$ cat src/common/axi_macros.svh
`ifndef AXI_MACROS_SVH
`define AXI_MACROS_SVH

// byte address and data bus widths
`define AXI_ADDR_WIDTH 32
`define AXI_DATA_WIDTH 32
`define AXI_ID_WIDTH   4

`define MEM_DEPTH      256  // ram size in words

`endif

$ cat src/common/axi_pkg.sv
`include "axi_macros.svh"

package axi_pkg;

    typedef enum logic [1:0] {
        RESP_OKAY   = 2'b00,
        RESP_SLVERR = 2'b10
    } resp_e;

    typedef struct packed {
        logic [`AXI_ADDR_WIDTH-1:0] addr;
        logic [`AXI_ID_WIDTH-1:0]   id;
        logic [7:0]                 len;  // single beat, always zero
    } ar_chan_t;

    typedef struct packed {
        logic [`AXI_DATA_WIDTH-1:0] data;
        logic [`AXI_ID_WIDTH-1:0]   id;
        resp_e                      resp;
        logic                       last;
    } r_chan_t;

    typedef struct packed {
        logic [`AXI_ADDR_WIDTH-1:0] addr;
        logic [`AXI_ID_WIDTH-1:0]   id;
        logic [7:0]                 len;
    } aw_chan_t;

    typedef struct packed {
        logic [`AXI_DATA_WIDTH-1:0]   data;
        logic [`AXI_DATA_WIDTH/8-1:0] strb;
        logic                         last;
    } w_chan_t;

    typedef struct packed {
        logic [`AXI_ID_WIDTH-1:0] id;
        resp_e                    resp;
    } b_chan_t;

endpackage

$ cat src/common/core_pkg.sv
package core_pkg;

    // master index, also carried in bit 0 of the read id
    typedef enum logic {
        MST_IF = 1'b0,
        MST_LS = 1'b1
    } master_e;

endpackage

$ cat src/hw/axi_crossbar/axi_crossbar.sv
module axi_crossbar (
    input  logic               clk_i,
    input  logic               rst_i,

    // instruction fetch master, read only
    input  axi_pkg::ar_chan_t  if_ar_i,
    input  logic               if_ar_valid_i,
    output logic               if_ar_ready_o,
    output axi_pkg::r_chan_t   if_r_o,
    output logic               if_r_valid_o,
    input  logic               if_r_ready_i,

    // load/store master
    input  axi_pkg::ar_chan_t  ls_ar_i,
    input  logic               ls_ar_valid_i,
    output logic               ls_ar_ready_o,
    output axi_pkg::r_chan_t   ls_r_o,
    output logic               ls_r_valid_o,
    input  logic               ls_r_ready_i,
    input  axi_pkg::aw_chan_t  ls_aw_i,
    input  logic               ls_aw_valid_i,
    output logic               ls_aw_ready_o,
    input  axi_pkg::w_chan_t   ls_w_i,
    input  logic               ls_w_valid_i,
    output logic               ls_w_ready_o,
    output axi_pkg::b_chan_t   ls_b_o,
    output logic               ls_b_valid_o,
    input  logic               ls_b_ready_i,

    // shared slave port
    output axi_pkg::ar_chan_t  m_ar_o,
    output logic               m_ar_valid_o,
    input  logic               m_ar_ready_i,
    input  axi_pkg::r_chan_t   m_r_i,
    input  logic               m_r_valid_i,
    output logic               m_r_ready_o,
    output axi_pkg::aw_chan_t  m_aw_o,
    output logic               m_aw_valid_o,
    input  logic               m_aw_ready_i,
    output axi_pkg::w_chan_t   m_w_o,
    output logic               m_w_valid_o,
    input  logic               m_w_ready_i,
    input  axi_pkg::b_chan_t   m_b_i,
    input  logic               m_b_valid_i,
    output logic               m_b_ready_o
);

    core_pkg::master_e rr_ptr_q;     // preferred master on a tie
    core_pkg::master_e lock_sel_q;
    logic              lock_q;       // grant held until handshake
    core_pkg::master_e ar_sel;
    core_pkg::master_e r_dst;
    logic              ar_fire;

    always_comb begin
        if (lock_q)
            ar_sel = lock_sel_q;
        else if (if_ar_valid_i && ls_ar_valid_i)
            ar_sel = rr_ptr_q;
        else if (ls_ar_valid_i)
            ar_sel = core_pkg::MST_LS;
        else
            ar_sel = core_pkg::MST_IF;
    end

    always_comb begin
        if (ar_sel == core_pkg::MST_LS) begin
            m_ar_o       = ls_ar_i;
            m_ar_valid_o = ls_ar_valid_i;
        end else begin
            m_ar_o       = if_ar_i;
            m_ar_valid_o = if_ar_valid_i;
        end
        m_ar_o.id[0] = ar_sel;  // tag with master index
    end

    assign if_ar_ready_o = m_ar_ready_i && (ar_sel == core_pkg::MST_IF);
    assign ls_ar_ready_o = m_ar_ready_i && (ar_sel == core_pkg::MST_LS);
    assign ar_fire       = m_ar_valid_o && m_ar_ready_i;

    always_ff @(posedge clk_i) begin
        if (rst_i) begin
            rr_ptr_q   <= core_pkg::MST_IF;
            lock_sel_q <= core_pkg::MST_IF;
            lock_q     <= 1'b0;
        end else if (ar_fire) begin
            rr_ptr_q <= (ar_sel == core_pkg::MST_IF) ? core_pkg::MST_LS : core_pkg::MST_IF;
            lock_q   <= 1'b0;
        end else if (m_ar_valid_o) begin
            lock_q     <= 1'b1;
            lock_sel_q <= ar_sel;
        end
    end

    // read data steered back by the id tag
    assign r_dst        = core_pkg::master_e'(m_r_i.id[0]);
    assign if_r_o       = m_r_i;
    assign ls_r_o       = m_r_i;
    assign if_r_valid_o = m_r_valid_i && (r_dst == core_pkg::MST_IF);
    assign ls_r_valid_o = m_r_valid_i && (r_dst == core_pkg::MST_LS);
    assign m_r_ready_o  = (r_dst == core_pkg::MST_LS) ? ls_r_ready_i : if_r_ready_i;

    // writes only come from load/store
    assign m_aw_o        = ls_aw_i;
    assign m_aw_valid_o  = ls_aw_valid_i;
    assign ls_aw_ready_o = m_aw_ready_i;
    assign m_w_o         = ls_w_i;
    assign m_w_valid_o   = ls_w_valid_i;
    assign ls_w_ready_o  = m_w_ready_i;
    assign ls_b_o        = m_b_i;
    assign ls_b_valid_o  = m_b_valid_i;
    assign m_b_ready_o   = ls_b_ready_i;

    // a stalled request keeps its grant and payload
    a_ar_hold: assert property (@(posedge clk_i) disable iff (rst_i)
        (m_ar_valid_o && !m_ar_ready_i) |=> (m_ar_valid_o && $stable(m_ar_o)));

endmodule

$ cat config.mk
export PLATFORM = sky130hd
export DESIGN_NAME = axi_crossbar
export DESIGN_NICKNAME = d
export VERILOG_FILES = /design/src/common/axi_pkg.sv /design/src/common/core_pkg.sv /design/src/hw/axi_crossbar/axi_crossbar.sv
export VERILOG_INCLUDE_DIRS = /design/src /design/src/common
export SDC_FILE = /design/constraint.sdc
export NUM_CORES = 1
export LEC_CHECK = 0
export BUFFER_PORTS_ARGS = -buffer_cell sky130_fd_sc_hd__buf_2
export CORE_AREA = 2 2 173 175
export DETAILED_ROUTE_END_ITERATION = 10
export DIE_AREA = 0 0 175 177
export GPL_TIMING_DRIVEN = 1
export HOLD_SLACK_MARGIN = 0.02
export SYNTH_ARGS = -nofsm -noshare
export SYNTH_HDL_FRONTEND = slang
export SYNTH_SLANG_ARGS = --single-unit
$ cat constraint.sdc
create_clock -name clk_i -period 2.15 [get_ports clk_i]
set_input_delay 0.1075 -clock clk_i [delete_from_list [all_inputs] [get_ports clk_i]]
set_output_delay 0.1075 -clock clk_i [all_outputs]
set_load 0.01 [all_outputs]
; Word level (Yosys, flattened, before mapping)
; Cells that the tools add are included.
[word_totals]
input_bits = 228
regBits = 3
out_inout_bits = 221
[op_classes]
bitwise_logic = 3
n_reduce_logical = 8
muxes = 7
[op_table]
columns = cell, n
row1 = $mux W44, 1
row2 = $logic_and A1 B1 Y1, 6
row3 = $mux W1, 6
row4 = $not A1 Y1, 3
row5 = $reduce_and A2 Y1, 1
row6 = $reduce_or A2 Y1, 1

; Depth between registers and ports, before layout
; Gate-level depths: netlist (run 1).
[logic_depth]
depth_word = 7
ltp_mapped = 4

; Worst setup path after synthesis (run 1)
; Ideal clock, no wire load.
[synth_path]
kind = register to output
start = register lock_q
end = output port m_ar_o[10] (netlist bit)
stages_incl_launch_ff = 5
arrival_ns = 1.327
required_time_ns = 2.043
setup_slack_ns = 0.715
path_cell_list = dfxtp_1 -> nand2b_1 -> o21ai_4 -> buf_6 -> mux2_1
[synth_rtl]
columns = item, line_no
row1 = from (decl), axi_crossbar.sv:50  ; logic lock_q;
row2 = from (signal assigned), axi_crossbar.sv:85  ; lock_q <= 1'b0;
row3 = from (signal assigned), axi_crossbar.sv:88  ; lock_q <= 1'b0;
row4 = from (signal assigned), axi_crossbar.sv:90  ; lock_q <= 1'b1;
row5 = to (decl), axi_crossbar.sv:31  ; output axi_pkg::ar_chan_t m_ar_o,

==> results of run 1 <==
==> how the worst max path moves through the flow <==
stage	from	endpoint	slack, ns	cells past startpoint
final	lock_q$_SDFFE_PP0P_	m_ar_o[2]	0.30	5
after floorplan	lock_q$_SDFFE_PP0P_	m_ar_o[10]	0.72	4
after global placement	lock_q$_SDFFE_PP0P_	m_ar_o[2]	0.51	5
after global routing	lock_q$_SDFFE_PP0P_	m_ar_o[2]	0.20	5
after detailed placement	lock_q$_SDFFE_PP0P_	m_ar_o[2]	0.48	5
after CTS	lock_q$_SDFFE_PP0P_	m_ar_o[2]	0.24	5
==> where the power goes <==
group	switching (mW)	internal, mW
combinational	0.168	0.208
sequential	0.00479	0.0600
clock	0.0479	0.244
total	0.221	0.513
==> final cells by class <==
cell class	instances	area, um2	share of cell area, %
Timing Repair Buffer	147	751	37.2
Sequential cell	3	60.1	2.98
Inverter	1	3.75	0.186
Tap cell	390	488	24.2
Multi-Input combinational cell	67	637	31.6
Clock buffer	4	78.8	3.91
==> flip-flops by register name (all words and copies together), names as in the netlist <==
| signal | flops |
|---|---|
| rr_ptr_q | 1 |
| lock_sel_q | 1 |
| lock_q | 1 |
==> worst register-to-register path: cells and delay by family, from the launching register on <==
family	cells	cell delay [ns]
DFF	1	0.39
AOI/OAI and AO/OA	2	0.26
and+or+nand+nor	1	0.19
==> Yosys cell counts, drive strengths merged <==
library cell,instances,area [um2]
nor2,3,11.3
nand2b,1,6.26
mux2i,1,10.0
and2,2,12.5
a311oi,1,8.76
nor2b,3,21.3
o21a,1,7.51
dfxtp,3,60.1
buf,176,1340
a21oi,3,15.0
inv,1,3.75
mux2,44,495
nand2,4,15.0
o211ai,1,7.51
o21ai,3,26.3
==> per-layer routing <==
| layer | up-vias | part of all wire, % | GRT usage [%] |
|---|---|---|---|
| li1 | 574 | - | - |
| met1 | 527 | 30 | 3.13 |
| met2 | 183 | 41 | 4.96 |
| met3 | 73 | 21 | 2.84 |
| met4 | 2 | 7.2 | 3.13 |
| met5 | - | 0.70 | 1.12 |
==> cell families (layout without fill, tap and decap cells) <==
logic type	count (synthesis)	in the layout
flip-flops	3	3
multiplexers	45	45
buffers and inverters	177	152
AO/OA/AOI/OAI	9	9
AND/OR/NAND/NOR	13	13
==> metrics by stage <==
stage | instance area (um2) | hold slack, ns | util (%) | cells | setup WS [ns]
finish | 2020 | 0.0949 | 6.90 | 612 | 0.296
global route | 2020 | 0.0901 | 6.90 | 612 | 0.203
CTS | 2020 | 0.0813 | 6.90 | 612 | 0.244
detailed placement | 1940 | 0.215 | 6.63 | 608 | 0.484
global placement | 1940 | 0.215 | 6.63 | 608 | 0.507
floorplan | 2040 | 0.177 | - | 247 | 0.715
==> summary by stage, run 1 <==
Status
The run finished with clean final reports.

Layout
Leaving out fill and tap cells, the most frequent cells in the layout are sky130_fd_sc_hd__buf_2 (146), sky130_fd_sc_hd__mux2_2 (38), sky130_fd_sc_hd__mux2_1 (6). The most common cell after layout, fill and taps aside is sky130_fd_sc_hd__buf_2. The fraction of layout cells with a size suffix above 1 is 85.6%.

The filler cell count in the final layout is 3429. The count of nets after finishing is 451. Compared with the post-synthesis result, the final layout area differs by -0.921%. 0 antenna diodes ended up in the layout.

Synthesis
Synthesis handed over a netlist of 247 instances. The fraction of the yosys area taken by sequential cells is 2.95%. The proportion of synthesized area in mux cells is 24.8%. In this run the cell area of the synthesized design comes to 2040 um2. After synthesis the netlist holds a flip-flop and latch count of 3.

The mean cell area of the mapped netlist is 8.25 um2. After synthesis, the largest family of logic cells by area is buffers and inverters. Counting every net in the synthesized netlist gives 475. The arithmetic-cell share of the synthesized area counting full adders, half adders and majority gates is 0%.

The count of yosys warnings during synthesis is 0. After Yosys synthesis, XOR and XNOR cells account for 0% of the synthesized area. After synthesis, the netlist uses 19 different library cells. The synthesized netlist devotes 3.19% of its cell area to compound gates. After Yosys synthesis, and, or, nand and nor cells account for 3.26% of the synthesized area.

GRT
The via count of the first global-routing pass came to 1266. The global-route wire length before repair is 7720 um. The initial antenna violation count is 0.

The global-route usage over all layers is 3.52%. The largest net degree at the start of global routing is 47. The total congestion overflow after global routing is 0.

Critical path
STA classifies the critical path endpoint as an output pin. The slack of the worst reg-to-reg path is 1.25 ns. The biggest fanout along the worst timing path is 46. In this design, the largest share of critical-path delay is due to buffers and inverters. The number of buffers and inverters on the critical path is 2. The startpoint class of the critical path is a flop.

Counting cells, the worst reg-to-reg path comes to 3. In this design, the stage delay of the slowest critical-path cell is 0.39 ns. The reg-to-reg critical path startpoint is lock_q$_SDFFE_PP0P_.

The worst register-to-register path ends at rr_ptr_q$_SDFFE_PP0P_. The class of the most critical setup path is reg -> out. The slowest stage of the critical path belongs to the cell sky130_fd_sc_hd__mux2_2. Data arrives at the worst endpoint at 1.75 ns. The critical path goes through nand2b_1 -> o21ai_4 -> buf_12 -> mux2_2 -> buf_2. The data required time of the critical path is 2.04 ns.

Floorplan
The core region is 29200 um2. Once the floorplan was initialized, standard cells occupied 6.97% of the core. The area enclosed by the die boundary is 31000 um2. The count of boundary I/O pins is 449. From left edge to right edge, the die measures 175 um. The die is 177 um tall. The count of standard-cell rows is 63.

Drt
The routed design has 6410 um of wire. Dividing the detail-routed wire length by the instance count gives 10.5 um. The detailed router finished its first iteration with 24 violations. The remaining antenna violation count after routing is 0. In the routed layout, each cell is associated on average with a via count of 2.22. The first detailed-routing pass took 4 iterations. In the routed design, unresolved DRC markers number 0.

The number of vias in the routed layout is 1359.

Job
The tool flagged a number of max-cap violations equal to 0.

Pwr
The worst vdd rail ir drop is 0.000152 V. The cell area power density is 363 nW/um2. Summed over all cells, the static leakage comes to 0.864 nW. Summing internal, switching and leakage power gives 0.733 mW.

Clocking
TritonCTS built the clock tree. In this run, post-CTS repair resized a total of 0 instances. The clock latency at the later pin of the worst-skew pair is 0.22 ns. Clock tree synthesis found a total of 3 sinks. The tree is rooted in a sky130_fd_sc_hd__clkbuf_16. The maximum clock path buffer count is 2. Buffers added to address setup during post-CTS repair amount to 0. Clock tree synthesis inserted a total of 3 buffers. The total number of H-tree levels is 1. The hold buffer count at cts is 0. The clock-pin slew on the worst setup and hold paths is 0.03 ns.

STA
The post-route clock period utilization is 86.3%. The worst slew margin relative to its limit is 82.4%. The setup total negative slack is 0 ns. For the finished layout, the period the worst path requires is 1.85 ns. Across the routed clock network, the largest skew measured is 0.00134 ns. Setup violations remaining at the end of the flow were counted as 0.

The number of slew-limit violations in the final report is 0. Setup repair after global routing left no endpoint under its margin. At the pin with the least slew margin, the transition time is 0.264 ns.

The maximum clock rate is 539 MHz. The count of endpoints failing hold in the final timing report is 0.

Place
The HPWL after detailed placement is 5530 um. Input and output buffers added on the ports amount to 146. At the end of routability-driven placement, the weighted congestion stood at 0.584.

Min path
The worst hold path begins at rst_i. The worst hold path was traced through 2 stages. The path with the worst hold slack has its endpoint at lock_sel_q$_SDFFE_PP0P_. The tightest min-delay check is of the in -> reg type.
(Power assumes the default switching activity.)
==> run 2: changes to the inputs <==
- HOLD_SLACK_MARGIN: 0.02 -> 0.12
- PLACE_DENSITY_LB_ADDON: default -> 0.05
==> run 2 against run 1 <==
Combinational power increased by 2%. Register-to-register slack got worse by 0.02 ns. Die area unchanged. First-iteration DRC count increased by 33%. Non-clock buffer count increased by 1. Worst hold slack improved by 0.017 ns. Final cell count increased by 0.16%. Wire length increased by 11%. Global-route usage increased by 0.47 points. Sequential share of layout area about the same.
==> summary by stage, run 2 (synthesis results as in run 1) <==
Status
The run finished with clean final reports.

Drt
The residual DRC count is 0. The detailed router placed 1347 vias in this run. The routed length per placed instance is 11.6 um.

For this block, the initial DRC count from the detailed router was 32. The detailed-routed wire length on met3 is 982 um. The sum of met2 wire segment lengths after detailed routing is 3930 um.

After detailed routing, the number of vias per cell comes to 2.20. The number of detailed-routing iterations run before antenna repair is 4. Routed signal wires occupy layers up through met4. In the final routing, the length of wire on met1 measures 1790 um. Once detail routing completed, the nets flagged for antenna violations numbered 0. The detailed-route wire length is 7120 um.

STA
The transition at the pin with the smallest max-transition slack is 0.224 ns. Clock skew on the completed layout was measured at 0.00101 ns. The number of slew-limit violations in the final report was 0. The final worst setup slack is 0.285 ns. Across all hold checks on the routed design, the worst slack comes to 0.112 ns. The count of endpoints failing hold in the final timing report is 0. The count of endpoints failing setup in the final report is 0. Setup repair after global routing left no endpoint under its margin. After routing, the total negative slack on setup checks comes to 0 ns. Dividing the final minimum period by the clock period gives 86.7%. The worst path needs 1.86 ns of the cycle, external delays included. Based on the critical path, the design can be clocked at up to 536 MHz. The worst slew margin relative to its limit is 85.1%.

Min path
The worst min-delay path class is in -> reg. The cell count of the worst hold path is 2.

GRT
The initial antenna violation count is 0. The largest net degree at the start of global routing is 33. Global routing used 3.98% of the available tracks.

The via count of the first global-routing pass is 1348. The global-route wire length before repair is 9030 um. After global routing the overflow that remains totals 0.

Clocking
After clock tree synthesis, the flow added hold-fix buffers numbering 0. No sink is reached through more buffers than the 2 on the longest clock path. The number of sinks driven by the clock tree is 3. The CTS buffer count is 3.

At the later pin of the worst-skew pair, clock insertion delay measures 0.22 ns. The clock tree root driver cell is sky130_fd_sc_hd__clkbuf_16. The total number of H-tree levels is 1. The clock tree from TritonCTS is yes. The clock-pin slew on the worst setup and hold paths is 0.03 ns. The number of buffers added for setup after CTS is 0.

The post-CTS resize count is 0.

Floorplan
The die is 175 um wide. The count of standard-cell rows is 63. The floorplan step defined a core boundary enclosing 29200 um2. The die is 177 um tall. Once the floorplan was initialized, standard cells occupied 6.97% of the core. The die covers 31000 um2. 449 I/O pins were placed.

Critical path
The startpoint class of the critical path is a flop. The arrival time reported for the critical path endpoint is 1.76 ns. The class of the most critical setup path is reg -> out. The endpoint kind of the worst setup timing path is an output pin. The data required time of the critical path is 2.04 ns.

Measured in cells, the most critical reg-to-reg path has a length of 3. Of all nets on the critical path, the largest fanout is 14.

Pwr
The cell area power density is 367 nW/um2. The total leakage power is 0.869 nW. The worst vdd rail ir drop is 0.000199 V.

Layout
The post-route netlist has 85.7% of its cells at a drive strength greater than 1. The most common cell after layout, fill and taps aside is sky130_fd_sc_hd__buf_2. The filler-free cell count of the finished design is 613.

The count of nets after finishing is 452. With fillers left out, the area of the finished cells amounts to 2030 um2. The largest registers in the layout are lock_q: 1 flops, lock_sel_q: 1 flops, rr_ptr_q: 1 flops.

The top cell types in the final layout, fill and taps aside, are sky130_fd_sc_hd__buf_2 (146), sky130_fd_sc_hd__mux2_2 (38), sky130_fd_sc_hd__mux2_1 (6). The area added between synthesis and finish is -0.553%. The repair_antennas step left the layout with diodes totalling 0.

Job
The max-capacitance violation count is 0.

Place
Port buffering added 146 buffers. Once placement completed, the tool counted placed cells totaling 609. Before CTS, the worst setup slack after placement is 0.469 ns. After legalization and detailed placement, the total HPWL measured 6320 um.

Once placement finished, the instance area stood at 1950 um2. At the end of routability-driven placement, the weighted congestion stood at 0.655.
==> run 2: final timing paths <==
kind,from,end,slack [ns]
worst max-delay path,lock_q$_SDFFE_PP0P_,m_ar_o[6],0.29
worst max register to register,lock_q$_SDFFE_PP0P_,lock_sel_q$_SDFFE_PP0P_,1.23
worst min register to register,rr_ptr_q$_SDFFE_PP0P_,rr_ptr_q$_SDFFE_PP0P_,0.53
worst min-delay path,rst_i,rr_ptr_q$_SDFFE_PP0P_,0.11
==> run 2: metal layers <==
| layer | track usage, % | up-vias |
|---|---|---|
| met3 | 1.91 | 60 |
| met4 | 2.53 | 0 |
| met2 | 8.10 | 151 |
| li1 | - | 573 |
| met5 | 0 | - |
| met1 | 2.85 | 563 |
==> run 2: final cells by class <==
class	instances	area, um2
Fill cell	3436	27200
Timing Repair Buffer	148	758
Multi-Input combinational cell	67	637
Tap cell	390	488
Clock buffer	4	78.8
Sequential cell	3	60.1
Inverter	1	3.75
==> run 2: where the power goes <==
part           internal, mW  leakage, nW  switching [mW]  total (mW)
clock network         0.245       0.0382          0.0498       0.294
logic                 0.210        0.806           0.174       0.384
registers            0.0600       0.0247         0.00568      0.0657
==> run 2: critical path: stages (launching register included) <==
cell,delay (ns)
sky130_fd_sc_hd__dfxtp_1,0.35
sky130_fd_sc_hd__nand2b_1,0.19
sky130_fd_sc_hd__o21ai_4,0.18
sky130_fd_sc_hd__buf_4,0.28
sky130_fd_sc_hd__mux2_2,0.38
sky130_fd_sc_hd__buf_2,0.14
==> run 2: metrics by stage <==
| step | util, % | power (mW) |
|---|---|---|
| global placement | 6.66 | 0.469 |
| CTS | 6.93 | 0.762 |
| global route | 6.93 | 0.795 |
| finish | 6.93 | 0.744 |
| detailed placement | 6.66 | 0.462 |
| floorplan | - | 0.590 |
==> run 3: changes to the inputs <==
- CORE_AREA: 2 2 173 175 -> 2 2 176 178
- DIE_AREA: 0 0 175 177 -> 0 0 178 180
==> run 3 against run 2 <==
Wire length is 19% lower. Clock skew hardly changed. Non-clock buffer count is 1 higher. Total power is 0.71% lower. Sequential power hardly changed. Highest routed layer unchanged.
==> summary by stage, run 3 (synthesis results as in run 1) <==
Layout
The antenna diode instance count is 0. The count of nets after finishing is 453. The library cell used most frequently in the layout, excluding fill and tap cells, is sky130_fd_sc_hd__buf_2. Summing all non-filler instances in the final layout gives an area of 2040 um2.

Cells with a size suffix above 1 make up 85.3% of the layout. The filler-free cell count of the finished design is 620. The largest registers in the layout are lock_q: 1 flops, lock_sel_q: 1 flops, rr_ptr_q: 1 flops. Fill cells in the final layout number 3568. The area growth from synthesis to layout is 0.307%. Leaving out fill and tap cells, the most frequent cells in the layout are sky130_fd_sc_hd__buf_2 (146), sky130_fd_sc_hd__mux2_2 (38), sky130_fd_sc_hd__mux2_1 (6).

Place
After detailed placement, the total cell area comes to 1950 um2. Detailed placement ended at an HPWL of 4950 um. The count of input and output buffers is 146. The global placer's final weighted congestion is 0.603. The placed instance count is 615.

Pwr
Summed over all cells, the static leakage comes to 0.873 nW. Dividing total power by cell area gives a power density of 362 nW/um2. The worst vdd rail ir drop is 0.000155 V.

Critical path
Measured in cells, the most critical reg-to-reg path has a length of 3. The reg-to-reg endpoint is lock_sel_q$_SDFFE_PP0P_. The worst setup path is captured at an output pin. The startpoint class of the critical path is a flop. The setup path with the least slack is of type reg -> out. The signal on the critical path passes through nand2b_1 -> o21ai_4 -> buf_4 -> mux2_2 -> buf_2.

Data arrives at the worst endpoint at 1.77 ns. The slack of the worst reg-to-reg path is 1.22 ns. The dominant delay contributor by cell family on the critical path is buffers and inverters.

The reg-to-reg critical path startpoint is lock_q$_SDFFE_PP0P_. On the critical path, the stage with the largest delay is an instance of sky130_fd_sc_hd__mux2_2. The data required time of the critical path is 2.04 ns.

On the worst path, the slowest cell contributes a delay of 0.40 ns. The total number of cells along the worst setup path is 5. The critical path contains buffers and inverters numbering 2 combined. The biggest fanout along the worst timing path is 14.

STA
Timing would allow up to 533 MHz. After layout, the minimum clock period comes to 1.87 ns. The number of slew-limit violations in the final report is 0. For the final database, setup skew stands at 0.000719 ns. The post-route clock period utilization is 87.2%.

Setup total negative slack on the finished layout was measured at 0 ns. Setup violations remaining at the end of the flow were counted as 0. The count of endpoints failing hold in the final timing report is 0. Setup repair after global routing left no endpoint under its margin. For the pin with the worst max-slew slack, the measured transition is 0.211 ns. The worst slew margin relative to its limit is 85.9%.

Clocking
The clock tree root driver cell is sky130_fd_sc_hd__clkbuf_16. The number of sinks driven by the clock tree is 3. The CTS buffer count is 3.

TritonCTS built the clock tree. After clock tree synthesis, the repair step resized 0 gates. The clock latency at the later pin of the worst-skew pair is 0.22 ns. The clock-pin slew on the worst setup and hold paths is 0.03 ns. CTS built an H-tree with a depth of 1. The clock passes through at most 2 buffers.

Drt
The residual DRC count is 0. In the final routed layout, each cell accounts on average for 9.29 um. The number of design-rule violations left by the first detailed-router iteration is 8.

The number of vias in the routed layout is 1347. Once detail routing completed, the nets flagged for antenna violations numbered 0. Using the TritonRoute via totals, the vias-per-cell ratio works out to 2.17. For this block, the routed nets add up to 5760 um of wire.

The number of detailed-routing iterations run before antenna repair is 2.

Floorplan
The count of standard-cell rows is 64. The standard cell core area is 30200 um2. The die covers 32000 um2.

The die height is 180 um. The count of boundary I/O pins is 449. The horizontal die dimension is 178 um. The starting density of the core is 6.75%.

Min path
The worst hold path was traced through 2 stages. The worst hold path terminates at lock_sel_q$_SDFFE_PP0P_. The startpoint of the worst hold path is if_ar_valid_i. The min-delay analysis places its worst path in the category in -> reg.

GRT
The initial antenna violation count was 0. Entering global routing, the biggest net connects 33 pins. The total overflow left after global routing is 0. The global-route usage over all layers is 3.16%. The via count of the first global-routing pass is 1463. The first global-routing pass estimated 7850 um of wire.

Status
The flow ran to the end, and the final reports show no timing, DRC or antenna violations.

Job
Max-cap violations in this run came to 0.
==> run 3: cell count changes in the layout (fill, tap and decap cells not counted), sizes merged <==
cell	change
dlygate4sd3	+1
==> run 3: power breakdown <==
part / internal, mW / switching [mW] / leakage [nW]
combinational: 0.211 / 0.170 / 0.811
clock: 0.244 / 0.0473 / 0.0382
sequential: 0.0600 / 0.00565 / 0.0247
==> run 3: routing by layer <==
layer	up-vias	GRT usage, %	wire [um]
li1	574	-	-
met1	565	2.31	1460
met2	143	6.09	2990
met3	65	1.35	907
met4	0	2.66	408
met5	-	0	0
==> run 3: how the worst max path moves through the flow <==
stage,from,endpoint
after floorplan,lock_q$_SDFFE_PP0P_,m_ar_o[10]
after global placement,lock_q$_SDFFE_PP0P_,m_ar_o[3]
after detailed placement,lock_q$_SDFFE_PP0P_,m_ar_o[3]
after CTS,lock_q$_SDFFE_PP0P_,m_ar_o[3]
after global routing,lock_q$_SDFFE_PP0P_,m_ar_o[3]
final,lock_q$_SDFFE_PP0P_,m_ar_o[3]
==> run 3: repair_timing <==
action                                 4_1_cts  5_1_grt
hold buffers                                 1        0
buffers inserted                             0        0
endpoints found under the hold margin        3        0
==> run 3: metrics by stage <==
step | worst slack [ns] | total power [mW] | hold slack, ns | utilization [%]
after CTS | 0.194 | 0.759 | 0.189 | 6.77
after global routing | 0.141 | 0.791 | 0.201 | 6.77
after global placement | 0.439 | 0.467 | 0.215 | 6.47
after floorplan | 0.715 | 0.590 | 0.177 | -
after detailed placement | 0.434 | 0.460 | 0.215 | 6.47
final | 0.275 | 0.739 | 0.183 | 6.77
==> run 3: layout make-up <==
| class | instances | area [um2] | area share (%) |
|---|---|---|---|
| timing repair buffer | 149 | 768 | 37.6 |
| multi-input combinational | 67 | 637 | 31.2 |
| tap | 396 | 495 | 24.2 |
| clock buffer | 4 | 78.8 | 3.86 |
| sequential | 3 | 60.1 | 2.94 |
| inverter | 1 | 3.75 | 0.184 |
==> run 3: worst reg2reg max path: cells and delay by family, from the launching register on <==
kind	cells	cell delay [ns]
flops	1	0.35
compound gates	2	0.31
simple gates	1	0.17
